==> src/hw/mul_pkg.sv <==
package mul_pkg;

    // operand and product sizes
    localparam int OP_W   = 8;
    localparam int PROD_W = 2 * OP_W;
    localparam int ROW_W  = PROD_W - 2;  // final rows start at column 1, carry gives bit 15

    // apb bus
    localparam int APB_AW = 8;
    localparam int APB_DW = 32;

    // register map, byte addresses
    localparam logic [APB_AW-1:0] ADDR_OPERAND = 8'h00;  // b in 15:8, a in 7:0
    localparam logic [APB_AW-1:0] ADDR_PRODUCT = 8'h04;  // read only
    localparam int                DONE_BIT     = PROD_W;

    typedef struct packed {
        logic              psel;
        logic              penable;
        logic              pwrite;
        logic [APB_AW-1:0] paddr;
        logic [APB_DW-1:0] pwdata;
    } apb_req_t;

    typedef struct packed {
        logic [APB_DW-1:0] prdata;
        logic              pready;
        logic              pslverr;
    } apb_rsp_t;

    // operand pair, valid for one cycle per launch
    typedef struct packed {
        logic            valid;
        logic [OP_W-1:0] a;
        logic [OP_W-1:0] b;
    } mul_req_t;

    // reduced rows between the two pipeline stages
    typedef struct packed {
        logic             valid;
        logic             lsb0;   // product bit 0
        logic [ROW_W-1:0] row_x;
        logic [ROW_W-1:0] row_y;
    } rows_t;

    typedef struct packed {
        logic              done;
        logic [PROD_W-1:0] product;
    } mul_rsp_t;

endpackage
==> src/hw/mul8_apb.sv <==
module mul8_apb (
    input  logic              clk,
    input  logic              rst_n,
    input  mul_pkg::apb_req_t apb_req,
    output mul_pkg::apb_rsp_t apb_rsp
);

    import mul_pkg::*;

    mul_req_t req;
    rows_t    rows;
    mul_rsp_t rsp;

    mul_apb_regs u_regs (
        .clk     (clk),
        .rst_n   (rst_n),
        .apb_req (apb_req),
        .apb_rsp (apb_rsp),
        .req     (req),
        .rsp     (rsp)
    );

    // partial products and reduction, rows registered
    dadda_reduce u_reduce (
        .clk   (clk),
        .rst_n (rst_n),
        .req   (req),
        .rows  (rows)
    );

    final_add u_final (
        .clk   (clk),
        .rst_n (rst_n),
        .rows  (rows),
        .rsp   (rsp)
    );

endmodule

==> src/hw/mul_apb_regs.sv <==
module mul_apb_regs (
    input  logic              clk,
    input  logic              rst_n,
    input  mul_pkg::apb_req_t apb_req,
    output mul_pkg::apb_rsp_t apb_rsp,
    output mul_pkg::mul_req_t req,
    input  mul_pkg::mul_rsp_t rsp
);

    import mul_pkg::*;

    logic              access;
    logic              hit_op;
    logic              hit_prod;
    logic              slverr;
    logic              launch;
    logic              done_now;
    logic              done_q;
    logic [APB_DW-1:0] rdata;
    mul_req_t          req_q;

    assign access   = apb_req.psel & apb_req.penable;
    assign hit_op   = apb_req.paddr == ADDR_OPERAND;
    assign hit_prod = apb_req.paddr == ADDR_PRODUCT;

    // unmapped address or write to the product register
    assign slverr = access & (~(hit_op | hit_prod) | (hit_prod & apb_req.pwrite));
    assign launch = access & apb_req.pwrite & hit_op;

    always_ff @(posedge clk or negedge rst_n) begin
        if (!rst_n) begin
            req_q <= '0;
        end else begin
            req_q.valid <= launch;
            if (launch) begin
                req_q.a <= apb_req.pwdata[OP_W-1:0];
                req_q.b <= apb_req.pwdata[2*OP_W-1:OP_W];
            end
        end
    end

    assign req = req_q;

    // a finishing pair only counts when no newer pair is still in flight
    assign done_now = rsp.done & ~req_q.valid;

    always_ff @(posedge clk or negedge rst_n) begin
        if (!rst_n) begin
            done_q <= 1'b0;
        end else begin
            if (launch) begin
                done_q <= 1'b0;
            end else if (done_now) begin
                done_q <= 1'b1;
            end
        end
    end

    always_comb begin
        rdata = '0;
        if (hit_op) begin
            rdata[2*OP_W-1:0] = {req_q.b, req_q.a};
        end else if (hit_prod) begin
            rdata[PROD_W-1:0] = rsp.product;
            rdata[DONE_BIT]   = done_q | done_now;  // covers the cycle before done_q sets
        end
    end

    assign apb_rsp = '{prdata: rdata, pready: 1'b1, pslverr: slverr};

    a_penable_psel : assert property (
        @(posedge clk) disable iff (!rst_n) apb_req.penable |-> apb_req.psel
    );

    a_launch_pulse : assert property (
        @(posedge clk) disable iff (!rst_n) req_q.valid |=> !req_q.valid
    );

endmodule

==> src/hw/final_add.sv <==
module final_add (
    input  logic              clk,
    input  logic              rst_n,
    input  mul_pkg::rows_t    rows,
    output mul_pkg::mul_rsp_t rsp
);

    import mul_pkg::*;

    logic [ROW_W-1:0]  sum;
    logic              cout;
    logic              done_q;
    logic [PROD_W-1:0] product_q;

    ks_adder #(.WIDTH(ROW_W)) u_ks (
        .a    (rows.row_x),
        .b    (rows.row_y),
        .sum  (sum),
        .cout (cout)
    );

    // product register reads back as zero before the first result
    always_ff @(posedge clk or negedge rst_n) begin
        if (!rst_n) begin
            done_q    <= 1'b0;
            product_q <= '0;
        end else begin
            done_q <= rows.valid;  // one cycle pulse
            if (rows.valid) begin
                product_q <= {cout, sum, rows.lsb0};
            end
        end
    end

    assign rsp = '{done: done_q, product: product_q};

endmodule

==> src/hw/dadda_reduce.sv <==
module dadda_reduce (
    input  logic              clk,
    input  logic              rst_n,
    input  mul_pkg::mul_req_t req,
    output mul_pkg::rows_t    rows
);

    import mul_pkg::*;

    logic [OP_W-1:0][OP_W-1:0] pp;  // pp[i] sits at column offset i

    logic [7:0]  x1, y1, s1;
    logic [5:0]  x2, y2, s2;
    logic [3:0]  x3, y3, s3;
    logic [1:0]  x4, y4, s4;
    logic [11:0] x5, y5, s5;
    logic [9:0]  x6, y6, s6;
    logic        c1, c2, c3, c4, c5, c6;

    logic             valid_q;
    logic             lsb0_q;
    logic [ROW_W-1:0] row_x_q;
    logic [ROW_W-1:0] row_y_q;

    logic [PROD_W-1:0] rows_total;  // product rebuilt from the registered rows

    for (genvar i = 0; i < OP_W; i++) begin : g_pp
        assign pp[i] = req.a[i] ? req.b : '0;
    end

    // first stage, columns 4..11, 5..10, 6..9 and 7..8
    assign x1 = {pp[4][7], pp[3][7], pp[2][7], pp[1][7], pp[0][7:4]};
    assign y1 = {pp[5][6], pp[4][6], pp[3][6], pp[2][6], pp[1][6:3]};
    ks_adder #(.WIDTH(8)) u_ks1 (.a(x1), .b(y1), .sum(s1), .cout(c1));

    assign x2 = {pp[5][5], pp[4][5], pp[3][5], pp[2][5:3]};
    assign y2 = {pp[6][4], pp[5][4], pp[4][4], pp[3][4:2]};
    ks_adder #(.WIDTH(6)) u_ks2 (.a(x2), .b(y2), .sum(s2), .cout(c2));

    assign x3 = {pp[6][3], pp[5][3], pp[4][3:2]};
    assign y3 = {pp[7][2], pp[6][2], pp[5][2:1]};
    ks_adder #(.WIDTH(4)) u_ks3 (.a(x3), .b(y3), .sum(s3), .cout(c3));

    assign x4 = {1'b0, pp[6][1]};
    assign y4 = pp[7][1:0];
    ks_adder #(.WIDTH(2)) u_ks4 (.a(x4), .b(y4), .sum(s4), .cout(c4));

    // second stage, columns 2..13 and 3..12
    assign x5 = {pp[6][7], pp[7][5:3], s1[5:3], pp[6][0], pp[4][1], pp[2][2], pp[0][3:2]};
    assign y5 = {pp[7][6], pp[6][6:5], s1[6], s2[4:2], s1[2], pp[5][0], pp[3][1], pp[1][2:1]};
    ks_adder #(.WIDTH(12)) u_ks5 (.a(x5), .b(y5), .sum(s5), .cout(c5));

    assign x6 = {pp[5][7], s1[7], s2[5], s3[3:1], s2[1], s1[1], pp[4][0], pp[2][1]};
    assign y6 = {c1, c2, c3, c4, s4, s3[0], s2[0], s1[0], pp[3][0]};  // stage 1 carries
    ks_adder #(.WIDTH(10)) u_ks6 (.a(x6), .b(y6), .sum(s6), .cout(c6));

    always_ff @(posedge clk or negedge rst_n) begin
        if (!rst_n) begin
            valid_q <= 1'b0;
        end else begin
            valid_q <= req.valid;
        end
    end

    // rows start at column 1
    always_ff @(posedge clk) begin
        if (req.valid) begin
            lsb0_q  <= pp[0][0];
            row_x_q <= {pp[7][7], s5[11:1], pp[2][0], pp[0][1]};
            row_y_q <= {c5, c6, s6, s5[0], pp[1][0]};
        end
    end

    assign rows = '{valid: valid_q, lsb0: lsb0_q, row_x: row_x_q, row_y: row_y_q};

    assign rows_total = {{1'b0, rows.row_x} + {1'b0, rows.row_y}, rows.lsb0};

    a_rows_follow : assert property (
        @(posedge clk) disable iff (!rst_n)
            req.valid |=> rows.valid && rows_total == $past(req.a) * $past(req.b)
    );

endmodule

==> src/hw/ks_adder.sv <==
module ks_adder #(
    parameter int WIDTH = 8
) (
    input  logic [WIDTH-1:0] a,
    input  logic [WIDTH-1:0] b,
    output logic [WIDTH-1:0] sum,
    output logic             cout
);

    localparam int LVLS = $clog2(WIDTH);

    // group generate and propagate, one row per prefix level
    logic [LVLS:0][WIDTH-1:0] g;
    logic [LVLS:0][WIDTH-1:0] p;
    logic [WIDTH-1:0]         carry;

    assign g[0] = a & b;
    assign p[0] = a ^ b;

    for (genvar k = 0; k < LVLS; k++) begin : g_lvl
        localparam int D = 1 << k;  // span of this level

        for (genvar i = 0; i < WIDTH; i++) begin : g_bit
            if (i < D) begin : g_pass
                // group already reaches bit 0
                assign g[k+1][i] = g[k][i];
                assign p[k+1][i] = p[k][i];
            end else if (i < 2 * D) begin : g_gray
                // lower group ends at bit 0, only generate matters
                assign g[k+1][i] = g[k][i] | (p[k][i] & g[k][i-D]);
                assign p[k+1][i] = p[k][i];
            end else begin : g_black
                assign g[k+1][i] = g[k][i] | (p[k][i] & g[k][i-D]);
                assign p[k+1][i] = p[k][i] & p[k][i-D];
            end
        end
    end

    // no carry in
    if (WIDTH > 1) begin : g_carry
        assign carry = {g[LVLS][WIDTH-2:0], 1'b0};
    end else begin : g_carry0
        assign carry = 1'b0;
    end

    assign sum  = p[0] ^ carry;
    assign cout = g[LVLS][WIDTH-1];

endmodule

==> config.mk <==
export PLATFORM = sky130hd
export DESIGN_NAME = mul8_apb
export DESIGN_NICKNAME = d
export VERILOG_FILES = /design/src/hw/mul_pkg.sv /design/src/hw/mul8_apb.sv /design/src/hw/mul_apb_regs.sv /design/src/hw/final_add.sv /design/src/hw/dadda_reduce.sv /design/src/hw/ks_adder.sv
export SDC_FILE = /design/constraint.sdc
export NUM_CORES = 1
export LEC_CHECK = 0
export BUFFER_PORTS_ARGS = -buffer_cell sky130_fd_sc_hd__buf_2
export CORE_MARGIN = 3
export CORE_UTILIZATION = 50
export DETAILED_ROUTE_END_ITERATION = 8
export GPL_TIMING_DRIVEN = 1
export HOLD_SLACK_MARGIN = 0.02
export PLACE_DENSITY = 0.84
export RECOVER_POWER = 25
export SKIP_LAST_GASP = 1
export SYNTH_ARGS = -nofsm -noshare
export SYNTH_HDL_FRONTEND = slang
export SYNTH_SLANG_ARGS = --single-unit
==> constraint.sdc <==
create_clock -name clk -period 8.14 [get_ports clk]
set_clock_uncertainty 0.1 [all_clocks]
set_input_delay 0 -clock clk [delete_from_list [all_inputs] [get_ports clk]]
set_output_delay 0 -clock clk [all_outputs]
set_load 0.03 [all_outputs]
; Yosys cells after proc, flatten, opt, wreduce, memory -nomap -nowiden
; Index checks and enable logic that the tools add are counted.
; Widths: inputs -> output; s select.
[word_totals]
out_inout_bits = 34
input_bits = 45
wordCells = 412
reg_bits = 65
[classes]
n_mux = 13
n_reduce_logical = 2
n_eq_ne = 1
bitwise = 382
[op_table]
columns = op, n
row1 = $and 1x1->1, 223
row2 = $or 1x1->1, 136
row3 = $mux 8, 7
row4 = $xor 14x14->14, 2
row5 = $xor 12x12->12, 2
row6 = $xor 10x10->10, 2
row7 = $mux 17, 1
row8 = $mux 16, 1
row9 = $xor 8x8->8, 2
row10 = $and 14x14->14, 1
row11 = $and 12x12->12, 1
row12 = $xor 6x6->6, 2
row13 = $and 10x10->10, 1
row14 = $and 8x8->8, 1
row15 = $eq 8x3->1 const B, 1
row16 = $logic_not 8->1, 1
row17 = $xor 4x4->4, 2
row18 = $mux 7, 1
row19 = $and 6x6->6, 1
row20 = $and 4x4->4, 1
row21 = $mux 1, 3
row22 = $and 1x2->2, 1
row23 = $not 1->1, 2
row24 = $reduce_bool 2->1, 1
row25 = 2 further kinds, 2

; Logic depth before layout (Yosys ltp)
[logic_depth]
word_depth = 17
mapped_depth = 14
ltp_nobuf = 14

; Cells and area by module
; A second synthesis with hierarchy kept.
[hier_totals]
cells_unflattened = 531
area_unflattened_um2 = 5529.1
[modules_own_cells]
columns = mod, area_each_um2, instances, cells_each, seq_area_each_um2
row1 = dadda_reduce, 1315.0, 1, 97, 895.9
row2 = mul_apb_regs, 1128.6, 1, 102, 450.4
row3 = final_add, 681.9, 1, 36, 425.4
row4 = ks_adder at u_reduce.u_ks5, 644.4, 1, 82, 0.0
row5 = ks_adder at u_final.u_ks, 614.3, 1, 80, 0.0
row6 = ks_adder at u_reduce.u_ks6, 432.9, 1, 52, 0.0
row7 = ks_adder at u_reduce.u_ks1, 329.1, 1, 41, 0.0
row8 = ks_adder at u_reduce.u_ks2, 231.5, 1, 28, 0.0
row9 = ks_adder at u_reduce.u_ks3, 118.9, 1, 11, 0.0
row10 = ks_adder at u_reduce.u_ks4, 32.5, 1, 2, 0.0

; Least setup slack after synthesis
; No wires, ideal clock.
[synth_timing]
kind = reg2reg
start = register u_regs.req_q (netlist bit u_regs.req[8])
end = register u_reduce.row_x_q[12], data pin
path_slack_ns = 4.953
t_arrival_ns = 2.830
path_stages_with_launch = 12
setup_ns = 0.258
n_path_buf = 0
period_less_slack_ns = 3.187
required_time_ns = 7.782
cell_sequence = dfrtp_1 > and2_1 > ha_1 > fa_1 > a21o_1 > a21oi_1 > xnor2_1 > ha_1 > o41ai_1 > o221ai_1 > a21oi_1 > xnor2_1
[synth_between]
elab_chain_cells = 16
word_cells_on_any_way = 57
classes_between = 1 x mux / 56 x bitwise
[synth_rtl]
columns = element, line_no
row1 = from (decl), mul_apb_regs.sv:20  ; mul_req_t req_q;
row2 = $mux 8 *, dadda_reduce.sv:28  ; assign pp[i] = req.a[i] ? req.b : '0;
row3 = $xor 8x8->8 / $and 8x8->8 (equally long branches), "ks_adder.sv:18, ks_adder.sv:17"
row4 = $and 1x1->1, ks_adder.sv:33  ; assign g[k+1][i] = g[k][i] | (p[k][i] & g[k][i-D]);
row5 = $or 1x1->1, ks_adder.sv:33
row6 = $and 1x1->1, ks_adder.sv:33
row7 = $or 1x1->1, ks_adder.sv:33
row8 = $or 1x1->1, ks_adder.sv:30  ; assign g[k+1][i] = g[k][i] | (p[k][i] & g[k][i-D]);
row9 = $xor 8x8->8, ks_adder.sv:46  ; assign sum = p[0] ^ carry;
row10 = $xor 12x12->12 / $and 12x12->12 (equally long branches), "ks_adder.sv:18, ks_adder.sv:17"
row11 = $and 1x1->1, ks_adder.sv:33
row12 = $or 1x1->1, ks_adder.sv:33
row13 = $and 1x1->1, ks_adder.sv:33
row14 = $or 1x1->1 (2 in series), ks_adder.sv:33
row15 = $or 1x1->1 *, ks_adder.sv:30
row16 = $xor 12x12->12 *, ks_adder.sv:46
row17 = net u_reduce.s5[11], dadda_reduce.sv:16  ; logic [11:0] x5, y5, s5;
row18 = to (signal assigned), dadda_reduce.sv:69  ; row_x_q <= {pp[7][7], s5[11:1], pp[2][0], pp[0][1]};
row19 = to (decl), dadda_reduce.sv:22  ; logic [ROW_W-1:0] row_x_q;
; The timed path passes the listed nets; every way through them passes the cells marked *.
; A chain may end at the register's enable or synchronous reset.

; Worst setup path after layout
[layout_timing]
start = register u_regs.req_q (netlist bit u_regs.req[3])
end = register u_reduce.row_x_q[12], data pin
[layout_between]
elab_chain_cells = 15
word_cells_on_any_way = 57
classes_between = 5 x mux / 52 x bitwise
[layout_rtl]
columns = element, line_no
row1 = $mux 8, dadda_reduce.sv:28
row2 = $and 8x8->8 (tied with other cells), ks_adder.sv:17  ; assign g[0] = a & b;
row3 = $and 1x1->1, ks_adder.sv:30
row4 = $or 1x1->1, ks_adder.sv:30
row5 = $and 1x1->1, ks_adder.sv:30
row6 = $or 1x1->1, ks_adder.sv:30
row7 = $xor 8x8->8 / $xor 6x6->6 (equally long branches), ks_adder.sv:46
row8 = $xor 12x12->12 / $and 12x12->12 (equally long branches), "ks_adder.sv:18, ks_adder.sv:17"
row9 = $and 1x1->1 (on tied branches), "ks_adder.sv:33, ks_adder.sv:34"
row10 = $or 1x1->1 / $and 1x1->1 (equally long branches), ks_adder.sv:33
row11 = $and 1x1->1 / $or 1x1->1 (equally long branches), ks_adder.sv:33
row12 = $or 1x1->1 / $and 1x1->1 (equally long branches), ks_adder.sv:33
row13 = $or 1x1->1, ks_adder.sv:33
row14 = $or 1x1->1 *, ks_adder.sv:30
row15 = $xor 12x12->12 *, ks_adder.sv:46
row16 = net u_reduce.s5[11], dadda_reduce.sv:16
; Marks and branches as above.

==> results by group <==
STA
  • RSZ-0062 raised after global routing: no
  • Hold Slack: between 60 and 70 ps
  • Fin crit period: 3760 ps
  • Setup ws final: 4380 ps
  • Endpoints failing hold: 0
  • Final slew viol count: 37
  • Final setup vio count: 0
  • Peak Freq: 266 MHz
  • Least-Margin Pin Slew: a little over 2000 ps
  • Crit share post-route: 46.3%
  • Sum Neg Setup Slack: 0 ps
  • Slew headroom: -34.7%

Synthesis
  • Ys async rst share: 55.4%
  • Sequential share of the synthesized area: between 30% and 40%
  • Prevailing post-synth register cell: dfrtp_1
  • EDFF count, synth: 29
  • Seq cells post-synth: 65
  • Most frequent cell after synthesis: and2_1
  • Top cell type's share of synthesized area: between 10% and 20%
  • Synth Area per Inst: 10.2 µm²
  • Synth warn: 0
  • Mapped Cells: 488
  • Synth cell types: 53
  • Synth top cells by count: and2_1 (63), ha_1 (57), dfrtp_1 (36)
  • Ranking of synthesized cells by area: dfrtp_1 (18%), edfxtp_1 (17%), ha_1 (14%)
  • Synth area leader: dfrtp_1
  • Mapped Area: 4980 µm²

Die
  • Number of placed I/O pins: 79
  • Die area: 11200 µm²
  • Die H: 106 µm
  • Core footprint: 9460 µm²
  • Die X-Extent: about 110 µm
  • Row Count: 35
  • Starting Density: 52.7%

CTS
  • Total setup buffers inserted after CTS: 0
  • CTS buffer count: 9
  • CTS root buf: clkbuf_8
  • Clock sinks: between 60 and 70
  • Worst skew pair latency: 340 ps
  • Depth of the CTS H-tree: 3
  • CTS tree: done
  • Reg clk slew, reported paths: 70 ps
  • CTS Hold Bufs: 19
  • Post-CTS Resized: 0
  • Longest Clk Path Bufs: 2

Route
  • WL per Instance: about 16 µm
  • Final WL: between 10000 and 15000 µm
  • Initial DRC count: between 200 and 250
  • Drt pass-1 iters: 5
  • Number of remaining DRC errors: 0
  • Via count: ~3900
  • Antenna Nets Post-Route: 0
  • Vias per cell: 5.59

Hold path
  • HP Class: in2reg

Critical path
  • CP max-delay cell: o41ai_1
  • Crit path cell chain: and2_1 -> ha_1 -> fa_1 -> a21o_1 -> a21oi_1 -> xnor2_1 -> ha_1 -> o41ai_1 -> o221ai_1 -> a21oi_1 -> xnor2_1
  • WP buf/inv: 0
  • Largest stage delay, worst path: 700 ps
  • CP top delay family: compound AO/OA/AOI/OAI gates
  • Kind of critical path: reg2reg
  • Worst EP required: 8120 ps
  • CP arrival: between 3000 and 4000 ps
  • CP Launch Type: flip-flop
  • Crit end category: flip-flop
  • Worst-path fanout max: 10

Power and ir drop
  • Leakage power: 2.73 nW
  • Pwr Total: 0.621 mW
  • Worst vdd ir: 0.0721 mV
  • Power Dens Cells: ~110 nW/µm²

GRT
  • Vias in the first global route: 3992
  • Largest net degree at the start of global routing: 37
  • GRT busiest layer: met2
  • First-pass GRT wire length: roughly 19000 µm
  • GRT met3 Usage: 3.25%
  • Met2 Resource Use GR: 39.2%
  • Met1 Use GR: about a quarter
  • Initial antenna violation count: 0
  • Congestion Overflow GR: 0
  • GRT Resource Usage Total: a little over a fifth

Final layout
  • Layout Cells excl Fill: a little under 700
  • Inserted Diodes: 0
  • Layout cells sized above 1: 16.0%
  • P&R area growth vs syn: 13.1%
  • Nets: around 670
  • Util after Layout: 59.6%
  • Design area: 5640 µm²

Place
  • Estimated wirelength of the detail-placed design: 8530 µm
  • Post-Place Cells: 656
  • Port Buf Inserts: 46
  • Pre-CTS WS: 4440 ps
  • Cell Area, Placed: about 5300 µm²
  • RePlAce Congestion: between 0.8 and 0.9

Run status
  • Status: finished, violations left
  • Failing checks: max-capacitance violations, max-slew violations

Run
  • Max-cap violation count: 1
[worst min-delay path, delay by kind of cell]
| kind | cells | cell delay (ps) |
|---|---|---|
| buf+inv | 1 | 90 |
| simple gates | 3 | 360 |
[worst paths after layout]
path,startpoint,endpoint,slack (ps),cells past startpoint
max,u_regs.req[3],u_reduce.row_x_q[12],4380,11
max reg2reg,u_regs.req[3],u_reduce.row_x_q[12],4380,11
min reg2reg,u_final.product_q[6],u_final.product_q[6],380,2
min in group asynchronous,rst_n,u_regs.req[9],680,2
max in group asynchronous,rst_n,u_final.product_q[9],6100,2
min,apb_req[41],u_regs.done_q,60,4
[where the power goes]
part	leakage, nW	internal (mW)	switching [mW]
logic	1.94	0.0134	0.0201
clock network	0.0877	0.118	0.122
registers	0.703	0.343	0.00451
total	2.73	0.475	0.146
[cells by family after synthesis]
family,after synthesis,synth area share [%]
AOI/OAI and AO/OA,108,14.8
other,2,0.151
muxes,24,5.40
DFF,65,35.6
buffers and inverters,41,4.57
xor gates and xnor gates,35,6.15
and+or+nand+nor,150,16.6
adders and majority gates,63,16.7
[sequential cells by signal, summed over array words and instances (netlist names)]
register,count
u_reduce.row_y_q,14
u_reduce.lsb0_q,1
u_reduce.valid_q,1
u_final.product_q,16
u_final.done_q,1
u_regs.req,17
u_regs.done_q,1
u_reduce.row_x_q,14
[cell type report]
class	count	area, µm²
sequential	65	1770
fill	765	3820
multi-input combinational	396	3040
clock buffer	13	149
timing repair buffer	67	434
clock inverter	3	16.3
inverter	18	67.6
tap	129	161
[placed cells by master (no fill, tap or decap), types with 3 or more instances in the layout]
cell type / netlist / layout
a22o_1: 16 / 16
inv_1: 18 / 18
nor2_1: 25 / 25
o211ai_1: 4 / 4
o21bai_1: 3 / 3
and2_0: 0 / 3
buf_2: 2 / 45
xor2_1: 8 / 8
ha_1: 57 / 57
o21ai_0: 15 / 15
mux2_2: 23 / 23
nor2b_1: 4 / 4
and2_1: 63 / 60
conb_1: 2 / 16
edfxtp_1: 29 / 29
nand2_1: 27 / 27
xnor2_1: 27 / 27
nand3_1: 5 / 5
nor3_1: 6 / 6
dfrtp_1: 36 / 36
o31a_1: 4 / 4
nand2b_1: 6 / 6
clkbuf_1: 3 / 4
o31ai_1: 3 / 3
a21o_1: 10 / 10
clkbuf_8: 0 / 10
a21oi_1: 30 / 30
fa_1: 6 / 6
dlygate4sd3_1: 0 / 19
or3_1: 3 / 3
o21a_1: 5 / 5
[per-layer routing]
layer	wire [µm]	part of all wire [%]
met1	4420	39
met2	5930	53
met3	668	5.9
met4	229	2.0
met5	0	0
No activity file was read; power rests on OpenSTA's default activity.
